`src/hdl/fpu_params.svh`:
```
`ifndef FPU_PARAMS_SVH
`define FPU_PARAMS_SVH

// Request buffer entries
// Also the number of input credits the sender holds after reset
`define FPU_REQ_DEPTH 4

// Result slots the receiver grants after reset
`define FPU_RES_CREDITS 2

// Credit and occupancy counters
// Must hold the value FPU_REQ_DEPTH
`define FPU_CNT_W 3

`endif

```
`src/hdl/fpu_pkg.sv`:
```
package fpu_pkg;

  // IEEE 754 binary32 layout
  typedef struct packed {
    logic        sign;
    logic [7:0]  exp;
    logic [22:0] frac;
  } fp32_t;

  // RISC-V rounding modes, 5 and 6 are reserved
  typedef enum logic [2:0] {
    FRM_RNE = 3'd0,  // Nearest, ties to even
    FRM_RTZ = 3'd1,  // Towards zero
    FRM_RDN = 3'd2,  // Towards -inf
    FRM_RUP = 3'd3,  // Towards +inf
    FRM_RMM = 3'd4,  // Nearest, ties to max magnitude
    FRM_DYN = 3'd7   // Take mode from frm
  } frm_e;

  typedef enum logic {
    OP_ADD = 1'b0,
    OP_SUB = 1'b1
  } fpu_op_e;

  // Same order as the fflags CSR
  typedef struct packed {
    logic nv;  // Invalid
    logic dz;  // Divide by zero
    logic of;  // Overflow
    logic uf;  // Underflow
    logic nx;  // Inexact
  } fflags_t;

  typedef struct packed {
    fpu_op_e op;
    frm_e    rm;
    fp32_t   a;
    fp32_t   b;
  } fpu_req_t;

  typedef struct packed {
    fp32_t   value;
    fflags_t flags;
  } fpu_res_t;

  // Mantissa is hidden bit, 23 fraction bits, then guard, round, sticky
  typedef struct packed {
    logic        sign;
    logic [7:0]  exp;
    logic [26:0] mant;
  } fp_unpacked_t;

  typedef struct packed {
    fp_unpacked_t a;
    fp_unpacked_t b;   // Sign already flipped for subtract
    frm_e         rm;  // Never DYN here
  } fp_aligned_t;

  typedef enum logic [1:0] {
    CSR_FFLAGS = 2'd1,
    CSR_FRM    = 2'd2,
    CSR_FCSR   = 2'd3
  } csr_addr_e;

endpackage

```
`src/hdl/fcsr_regs.sv`:
```
`timescale 1ns/10ps

module fcsr_regs (
  input  logic                clk_i,
  input  logic                rst_n_i,
  input  logic                cfg_we_i,
  input  fpu_pkg::csr_addr_e  cfg_addr_i,
  input  logic [7:0]          cfg_wdata_i,
  output logic [7:0]          cfg_rdata_o,
  input  logic                acc_valid_i,  // A result leaves this cycle
  input  fpu_pkg::fflags_t    acc_flags_i,
  output fpu_pkg::frm_e       frm_o
);

  fpu_pkg::frm_e    frm_q;
  fpu_pkg::frm_e    frm_d;
  fpu_pkg::fflags_t fflags_q;  // Accrued exception flags
  fpu_pkg::fflags_t fflags_d;

  // Write first, then accrue on top so no flag is lost
  always_comb begin
    frm_d    = frm_q;
    fflags_d = fflags_q;
    if (cfg_we_i) begin
      case (cfg_addr_i)
        fpu_pkg::CSR_FFLAGS: fflags_d = cfg_wdata_i[4:0];
        fpu_pkg::CSR_FRM:    frm_d    = fpu_pkg::frm_e'(cfg_wdata_i[2:0]);
        fpu_pkg::CSR_FCSR: begin
          frm_d    = fpu_pkg::frm_e'(cfg_wdata_i[7:5]);  // frm above fflags
          fflags_d = cfg_wdata_i[4:0];
        end
        default: ;  // Unmapped address ignored
      endcase
    end
    if (acc_valid_i) fflags_d = fflags_d | acc_flags_i;
  end

  always_ff @(posedge clk_i) begin
    if (!rst_n_i) begin
      frm_q    <= fpu_pkg::FRM_RNE;
      fflags_q <= '0;
    end else begin
      frm_q    <= frm_d;
      fflags_q <= fflags_d;
    end
  end

  always_comb begin
    case (cfg_addr_i)
      fpu_pkg::CSR_FFLAGS: cfg_rdata_o = {3'b000, fflags_q};
      fpu_pkg::CSR_FRM:    cfg_rdata_o = {5'b00000, frm_q};
      fpu_pkg::CSR_FCSR:   cfg_rdata_o = {frm_q, fflags_q};
      default:             cfg_rdata_o = 8'h00;
    endcase
  end

  assign frm_o = frm_q;

endmodule

```
`src/hdl/fp_addsub.sv`:
```
`timescale 1ns/10ps

module fp_addsub (
  input  fpu_pkg::fp_aligned_t aligned_i,
  output fpu_pkg::fpu_res_t    res_o
);

  fpu_pkg::fp_unpacked_t a;
  fpu_pkg::fp_unpacked_t b;
  logic              a_ge;     // |a| >= |b| after alignment
  logic              eff_sub;  // Signs differ so magnitudes subtract
  logic              sign;     // Sign of the larger magnitude
  logic [27:0]       big;
  logic [27:0]       little;
  logic [27:0]       raw;      // Carry, hidden, 23 frac, G, R, S
  logic              zero;     // Exact cancellation
  logic [4:0]        lead;     // Leading one of raw
  logic [26:0]       norm;     // Hidden bit back at 26
  logic signed [9:0] exp_n;    // Exponent after normalisation
  logic signed [9:0] exp_r;    // Exponent after rounding
  logic              last;
  logic              guard;
  logic              sticky;   // Round bit folded in
  logic              inexact;
  logic              inc;      // Round up the magnitude
  logic              invalid;  // Reserved mode reached the datapath
  logic [24:0]       rounded;
  logic              carry;    // Rounding overflowed the mantissa
  logic [22:0]       frac;

  assign a = aligned_i.a;
  assign b = aligned_i.b;

  // Always big minus little so the magnitude never goes negative
  assign a_ge    = a.mant >= b.mant;
  assign eff_sub = a.sign != b.sign;
  assign big     = {1'b0, a_ge ? a.mant : b.mant};
  assign little  = {1'b0, a_ge ? b.mant : a.mant};
  assign raw     = eff_sub ? big - little : big + little;
  assign sign    = a_ge ? a.sign : b.sign;  // Tie keeps the sign of a
  assign zero    = raw == 28'd0;

  fp_lead_one fp_lead_one_i (
    .mant_i (raw),
    .pos_o  (lead)
  );

  // Carry out shifts right by one and anything else shifts left
  assign norm  = (lead == 5'd27) ? {raw[27:2], |raw[1:0]}
                                 : raw[26:0] << (5'd26 - lead);
  assign exp_n = $signed({2'b00, a.exp}) + $signed({5'b00000, lead}) - 10'sd26;

  assign last    = norm[3];    // LSB of the kept fraction
  assign guard   = norm[2];
  assign sticky  = |norm[1:0];
  assign inexact = guard | sticky;

  always_comb begin
    inc     = 1'b0;
    invalid = 1'b0;
    case (aligned_i.rm)
      fpu_pkg::FRM_RNE: inc = guard & (last | sticky);
      fpu_pkg::FRM_RTZ: inc = 1'b0;                // Truncate
      fpu_pkg::FRM_RDN: inc = sign & inexact;      // Bigger magnitude when negative
      fpu_pkg::FRM_RUP: inc = ~sign & inexact;
      fpu_pkg::FRM_RMM: inc = guard;               // Ties away from zero
      default:          invalid = 1'b1;            // 5, 6 and an unresolved 7
    endcase
  end

  assign rounded = {1'b0, norm[26:3]} + 25'(inc);
  assign carry   = rounded[24];
  assign frac    = carry ? rounded[23:1] : rounded[22:0];  // 1.111..+1 gives 10.000..
  assign exp_r   = exp_n + $signed({9'd0, carry});

  // Invalid mode takes precedence in the result select
  always_comb begin
    res_o.flags = '0;
    if (invalid) begin
      res_o.value    = 32'h7FC00000;  // Canonical quiet NaN
      res_o.flags.nv = 1'b1;
    end else if (zero) begin
      res_o.value = {sign, 8'h00, 23'd0};  // Exact zero raises no flags
    end else if (exp_r >= 10'sd255) begin
      res_o.value    = {sign, 8'hFF, 23'd0};  // Signed infinity
      res_o.flags.of = 1'b1;
      res_o.flags.nx = 1'b1;
    end else if (exp_r < 10'sd1) begin
      res_o.value    = {sign, 8'h00, 23'd0};  // Flush to signed zero
      res_o.flags.uf = 1'b1;
      res_o.flags.nx = 1'b1;
    end else begin
      res_o.value    = {sign, exp_r[7:0], frac};
      res_o.flags.nx = inexact;
    end
  end

endmodule

```
`src/hdl/fp_align.sv`:
```
`timescale 1ns/10ps

module fp_align (
  input  fpu_pkg::fp32_t       a_i,
  input  fpu_pkg::fp32_t       b_i,
  input  fpu_pkg::fpu_op_e     op_i,
  input  fpu_pkg::frm_e        rm_i,
  output fpu_pkg::fp_aligned_t aligned_o
);

  fpu_pkg::fp_unpacked_t ua;         // Operand a before shift
  fpu_pkg::fp_unpacked_t ub;         // Operand b before shift
  logic                  a_big;      // a has the larger or equal exponent
  logic [7:0]            diff;       // Exponent difference
  logic [26:0]           sm_mant;    // Mantissa of the smaller operand
  logic [26:0]           sm_shift;
  logic [26:0]           lost_mask;  // Bits pushed out by the shift
  logic                  sticky;

  always_comb begin
    ua.sign = a_i.sign;
    ua.exp  = a_i.exp;
    ua.mant = {|a_i.exp, a_i.frac, 3'b000};  // Hidden bit only when exp nonzero
    ub.sign = b_i.sign ^ (op_i == fpu_pkg::OP_SUB);  // a - b is a + (-b)
    ub.exp  = b_i.exp;
    ub.mant = {|b_i.exp, b_i.frac, 3'b000};
  end

  assign a_big     = ua.exp >= ub.exp;
  assign diff      = a_big ? ua.exp - ub.exp : ub.exp - ua.exp;
  assign sm_mant   = a_big ? ub.mant : ua.mant;
  assign sm_shift  = sm_mant >> diff;
  assign lost_mask = ~({27{1'b1}} << diff);  // All ones once diff passes 26
  assign sticky    = |(sm_mant & lost_mask);

  // Both operands leave with the larger exponent
  always_comb begin
    aligned_o    = '{a: ua, b: ub, rm: rm_i};
    if (a_big) begin
      aligned_o.b.exp  = ua.exp;
      aligned_o.b.mant = {sm_shift[26:1], sm_shift[0] | sticky};
    end else begin
      aligned_o.a.exp  = ub.exp;
      aligned_o.a.mant = {sm_shift[26:1], sm_shift[0] | sticky};
    end
  end

endmodule

```
`src/hdl/fp_lead_one.sv`:
```
`timescale 1ns/10ps

// Priority encoder over the raw sum
// Bit 27 is the carry out, bit 26 the hidden bit position
module fp_lead_one (
  input  logic [27:0] mant_i,
  output logic [4:0]  pos_o
);

  // Later (higher) hits overwrite earlier ones
  always_comb begin
    pos_o = 5'd0;  // Zero input also lands here
    for (int i = 0; i < 28; i++) begin
      if (mant_i[i]) begin
        pos_o = 5'(i);
      end
    end
  end

endmodule

```
`src/hdl/fpu_addsub_top.sv`:
```
`timescale 1ns/10ps
`include "fpu_params.svh"

module fpu_addsub_top (
  input  logic               clk_i,
  input  logic               rst_n_i,
  input  logic               req_valid_i,
  input  fpu_pkg::fpu_req_t  req_i,
  output logic               req_credit_o,  // One entry freed
  output logic               res_valid_o,
  output fpu_pkg::fpu_res_t  res_o,
  input  logic               res_credit_i,  // Receiver freed a slot
  input  logic               cfg_we_i,
  input  fpu_pkg::csr_addr_e cfg_addr_i,
  input  logic [7:0]         cfg_wdata_i,
  output logic [7:0]         cfg_rdata_o
);

  localparam int CNT_W = `FPU_CNT_W;

  fpu_pkg::fpu_req_t    head;       // Oldest buffered request
  logic                 empty;
  logic                 issue;
  logic [CNT_W-1:0]     res_cred_q;  // Result slots still free
  fpu_pkg::frm_e        frm;
  fpu_pkg::frm_e        rm_res;      // DYN resolved
  fpu_pkg::fp_aligned_t aligned;
  fpu_pkg::fp_aligned_t s1_data_q;
  logic                 s1_valid_q;
  fpu_pkg::fpu_res_t    result;
  fpu_pkg::fpu_res_t    s2_data_q;
  logic                 s2_valid_q;

  fpu_req_fifo #(.DEPTH(`FPU_REQ_DEPTH)) fpu_req_fifo_i (
    .clk_i       (clk_i),
    .rst_n_i     (rst_n_i),
    .push_i      (req_valid_i),  // Sender only sends with a credit
    .push_data_i (req_i),
    .pop_i       (issue),
    .pop_data_o  (head),
    .empty_o     (empty)
  );

  // Issue reserves an output slot up front
  assign issue        = !empty && (res_cred_q != '0);
  assign req_credit_o = issue;

  always_ff @(posedge clk_i) begin
    if (!rst_n_i) res_cred_q <= CNT_W'(`FPU_RES_CREDITS);
    else          res_cred_q <= res_cred_q + CNT_W'(res_credit_i) - CNT_W'(issue);
  end

  always_comb begin
    if (head.rm == fpu_pkg::FRM_DYN) rm_res = frm;
    else                             rm_res = head.rm;
  end

  fp_align fp_align_i (
    .a_i       (head.a),
    .b_i       (head.b),
    .op_i      (head.op),
    .rm_i      (rm_res),
    .aligned_o (aligned)
  );

  fp_addsub fp_addsub_i (
    .aligned_i (s1_data_q),
    .res_o     (result)
  );

  // Stage valids, reset
  always_ff @(posedge clk_i) begin
    if (!rst_n_i) begin
      s1_valid_q <= 1'b0;
      s2_valid_q <= 1'b0;
    end else begin
      s1_valid_q <= issue;
      s2_valid_q <= s1_valid_q;  // Valid for exactly one cycle
    end
  end

  // Stage payloads, load only with a valid item
  always_ff @(posedge clk_i) begin
    if (issue)      s1_data_q <= aligned;
    if (s1_valid_q) s2_data_q <= result;
  end

  fcsr_regs fcsr_regs_i (
    .clk_i       (clk_i),
    .rst_n_i     (rst_n_i),
    .cfg_we_i    (cfg_we_i),
    .cfg_addr_i  (cfg_addr_i),
    .cfg_wdata_i (cfg_wdata_i),
    .cfg_rdata_o (cfg_rdata_o),
    .acc_valid_i (s2_valid_q),       // Flags accrue as the result leaves
    .acc_flags_i (s2_data_q.flags),
    .frm_o       (frm)
  );

  assign res_valid_o = s2_valid_q;
  assign res_o       = s2_data_q;

endmodule

```
`src/hdl/fpu_req_fifo.sv`:
```
`timescale 1ns/10ps
`include "fpu_params.svh"

module fpu_req_fifo #(
  parameter int DEPTH = 4
) (
  input  logic              clk_i,
  input  logic              rst_n_i,
  input  logic              push_i,
  input  fpu_pkg::fpu_req_t push_data_i,
  input  logic              pop_i,
  output fpu_pkg::fpu_req_t pop_data_o,
  output logic              empty_o
);

  localparam int AW = (DEPTH > 1) ? $clog2(DEPTH) : 1;

  fpu_pkg::fpu_req_t      mem [DEPTH];  // Payload only, no reset
  logic [AW-1:0]          wr_ptr;
  logic [AW-1:0]          rd_ptr;
  logic [`FPU_CNT_W-1:0]  count;        // Occupancy

  always_ff @(posedge clk_i) begin
    if (push_i) mem[wr_ptr] <= push_data_i;  // Credits keep this from overflowing
  end

  always_ff @(posedge clk_i) begin
    if (!rst_n_i) begin
      wr_ptr <= '0;
      rd_ptr <= '0;
      count  <= '0;
    end else begin
      if (push_i) wr_ptr <= (wr_ptr == AW'(DEPTH - 1)) ? '0 : wr_ptr + 1'b1;
      if (pop_i)  rd_ptr <= (rd_ptr == AW'(DEPTH - 1)) ? '0 : rd_ptr + 1'b1;
      case ({push_i, pop_i})
        2'b10:   count <= count + 1'b1;
        2'b01:   count <= count - 1'b1;
        default: ;  // Both or neither, no change
      endcase
    end
  end

  assign pop_data_o = mem[rd_ptr];  // Head straight from storage
  assign empty_o    = count == '0;

endmodule

```
`config.mk`:
```
export PLATFORM = sky130hd
export DESIGN_NAME = fpu_addsub_top
export DESIGN_NICKNAME = d
export VERILOG_FILES = /design/src/hdl/fpu_pkg.sv /design/src/hdl/fcsr_regs.sv /design/src/hdl/fp_addsub.sv /design/src/hdl/fp_align.sv /design/src/hdl/fp_lead_one.sv /design/src/hdl/fpu_addsub_top.sv /design/src/hdl/fpu_req_fifo.sv
export VERILOG_INCLUDE_DIRS = /design/src /design/src/hdl
export SDC_FILE = /design/constraint.sdc
export NUM_CORES = 1
export LEC_CHECK = 0
export BUFFER_PORTS_ARGS = -buffer_cell sky130_fd_sc_hd__buf_4
export CORE_MARGIN = 4
export CORE_UTILIZATION = 53
export CTS_CLUSTER_SIZE = 14
export DETAILED_ROUTE_END_ITERATION = 10
export HOLD_SLACK_MARGIN = 0.1
export PLACE_DENSITY = 0.7
export SYNTH_ARGS = -nofsm -noshare
export SYNTH_HDL_FRONTEND = slang
export SYNTH_HIERARCHICAL = 1
export SYNTH_SLANG_ARGS = --single-unit
```
`constraint.sdc`:
```
create_clock -name clk_i -period 15.8 [get_ports clk_i]
set_clock_uncertainty 0.1 [all_clocks]
set_input_delay 3.16 -clock clk_i [delete_from_list [all_inputs] [get_ports clk_i]]
set_output_delay 3.16 -clock clk_i [all_outputs]
set_load 0.02 [all_outputs]
```
==> metrics.cfg <==
[sta]
slew_headroom_pct = 22.2
hold_viol_final = 0
setup_viol = 0
period_share_pct = 91.0
min_period_ps = 14380
rsz0062_at_grt = no
final_max_slew_viol_count = 0
max_freq_ghz = 0.0696
worstMarginPinSlew_ps = 1150
setup_tns_ps = 0

[synthesis]
yosys_warnings = 6
synth_nets = 2749
syn-instance-count = 2566
syn_avg_cell_area_um2 = 10.5
syn_area_um2 = 26900

[cells_and_area]
nNetsFinal = 2848
antenna_cells = 0
n_fill_cell = 4079
drive_gt1_share_pct = 18.1
syn_to_final_growth_pct = 11.4
final_cell_mix = 376 x edfxtp_1, 263 x nand2_1, 211 x buf_4
final_common_cell = edfxtp_1

[setup_path]
r2r_cells = 65
cp.arrival_ps = 14670
worst_path_max_delay_cell = edfxtp_1
critPathKind = reg2reg
crit_top_cell = ha_1
cp.required_ps = 16090
cp-end-kind = register
crit_path_start_kind = register
path_buf_inv = 7
crit_family = compound AO/OA/AOI/OAI gates
r2r-start = s1_data_q[53]
cpPeakStageDelay_ps = 470
r2r_slack_ps = 1420
reg2reg_to = res_o[14]
crit_fanout = 52

[floorplanning]
row_count = 82
core_area_um2 = 50200
io_pins = 130
die-width_um = 233
dieArea_um2 = 54500
start_util_pct = 53.7
die_height_um = 233

[clock_network]
cts_tree = done
htreeDepth = 2
cts_made_buffers = 41
clockBufferDepth = 3
clk_pin_slew_ps = 70
clkLatencyLatePin_ps = 590
cts_root_buf = clkbuf_16
clock-sinks = 398

[routing]
drcViolationCount = 0
drt_iter0_drc = 2745
wirelength_mm = 90.1
vias = 22800
avgRoutedWirePerCell_um = 26.7
ant_nets = 0
drt_pass1_iterations = 7
via_per_inst = 6.76

[hold_path]
min_path_type = reg2reg
hold_depth = 2
min-delay-start = fcsr_regs_i/fflags_q[0]
holdPathEnd = fcsr_regs_i/fflags_q[0]

[global_routing]
grt_pass1_wl_mm = 135
grt_pass1_vias = 22000
track_usage_pct = 32.5
grt_max_degree = 72
grt-ovfl-total = 0
antenna_found_initial = 1

[run_status]
status = completed

[place]
port_buffers = 129
dp_hpwl_mm = 66.5
gp_congestion = 0.997

[run]
cap_viol_max_count = 0

## registers in the layout (all words and copies together) (netlist names), named ones only
| register | count |
|---|---|
| fpu_req_fifo_i/mem | 272 |
| res_o | 37 |
| fcsr_regs_i/frm_o | 3 |
| fcsr_regs_i/fflags_q | 5 |
| s1_data_q | 67 |
| fpu_req_fifo_i/wr_ptr | 2 |
| fpu_req_fifo_i/count | 3 |
| res_cred_q | 3 |
| s1_valid_q | 1 |
| fpu_req_fifo_i/rd_ptr | 2 |
| res_valid_o | 1 |
## metal layers
metal	vias to the layer above	wire length, um	GRT usage [%]	share of wire [%]
li1	10100	-	-	-
met1	11200	35900	43.5	40
met2	1209	43000	53.3	48
met3	243	7000	5.22	7.8
met4	2	4190	12.8	4.6
met5	-	11	0	0.012
## worst max-delay path by stage
stage                  start        end  slack, ps  cells after the start
6_report       s1_data_q[53]  res_o[14]       1420                     65
5_1_grt        s1_data_q[53]  res_o[14]         70                     65
4_1_cts         s1_data_q[3]  res_o[22]        740                     65
3_5_place_dp    s1_data_q[3]  res_o[22]        820                     65
3_3_place_gp    s1_data_q[3]  res_o[22]       1370                     65
2_1_floorplan  s1_data_q[53]  res_o[22]       2540                     68
## area by class of cell
class | count | area [um2] | share of cell area [%]
clock buffers | 47 | 1050 | 3.49
clock inverters | 27 | 300 | 1.00
inverters | 117 | 439 | 1.46
multi-input cells | 1894 | 14000 | 46.7
flip-flops and latches | 398 | 11700 | 39.1
well taps | 672 | 841 | 2.80
repair buffers | 213 | 1620 | 5.39
## stage by stage
stage / hold slack (ps) / utilization [%] / setup WS [ps] / cell area [um2] / std cells
global placement: 365 / 57.0 / 1370 / 28600 / 3290
detailed placement: 375 / 57.0 / 816 / 28600 / 3290
floorplan: 352 / - / 2540 / 26900 / 2566
finish: 381 / 59.8 / 1420 / 30000 / 3368
CTS: 383 / 59.7 / 745 / 29900 / 3364
global route: 403 / 59.8 / 74.5 / 30000 / 3368
## worst reg2reg max path: cells and delay by family (launching register included)
family | cells | cell delay, ps
flip-flops | 1 | 470
buffers and inverters | 7 | 1030
adder cells (fa/ha/maj) | 9 | 2460
AND/OR/NAND/NOR | 20 | 3890
AO/OA/AOI/OAI | 25 | 5270
XOR/XNOR | 4 | 980
## repair_timing
| action | in CTS | in global routing |
|---|---|---|
| hold buffers | 0 | 0 |
| setup endpoints to repair | 0 | 25 |
| gates resized for setup | 0 | 9 |
| setup buffers | 0 | 4 |
Power is left out: the tool's default activity adds up to more than one toggle a clock period on the data nets, which glitch-free logic cannot reach.
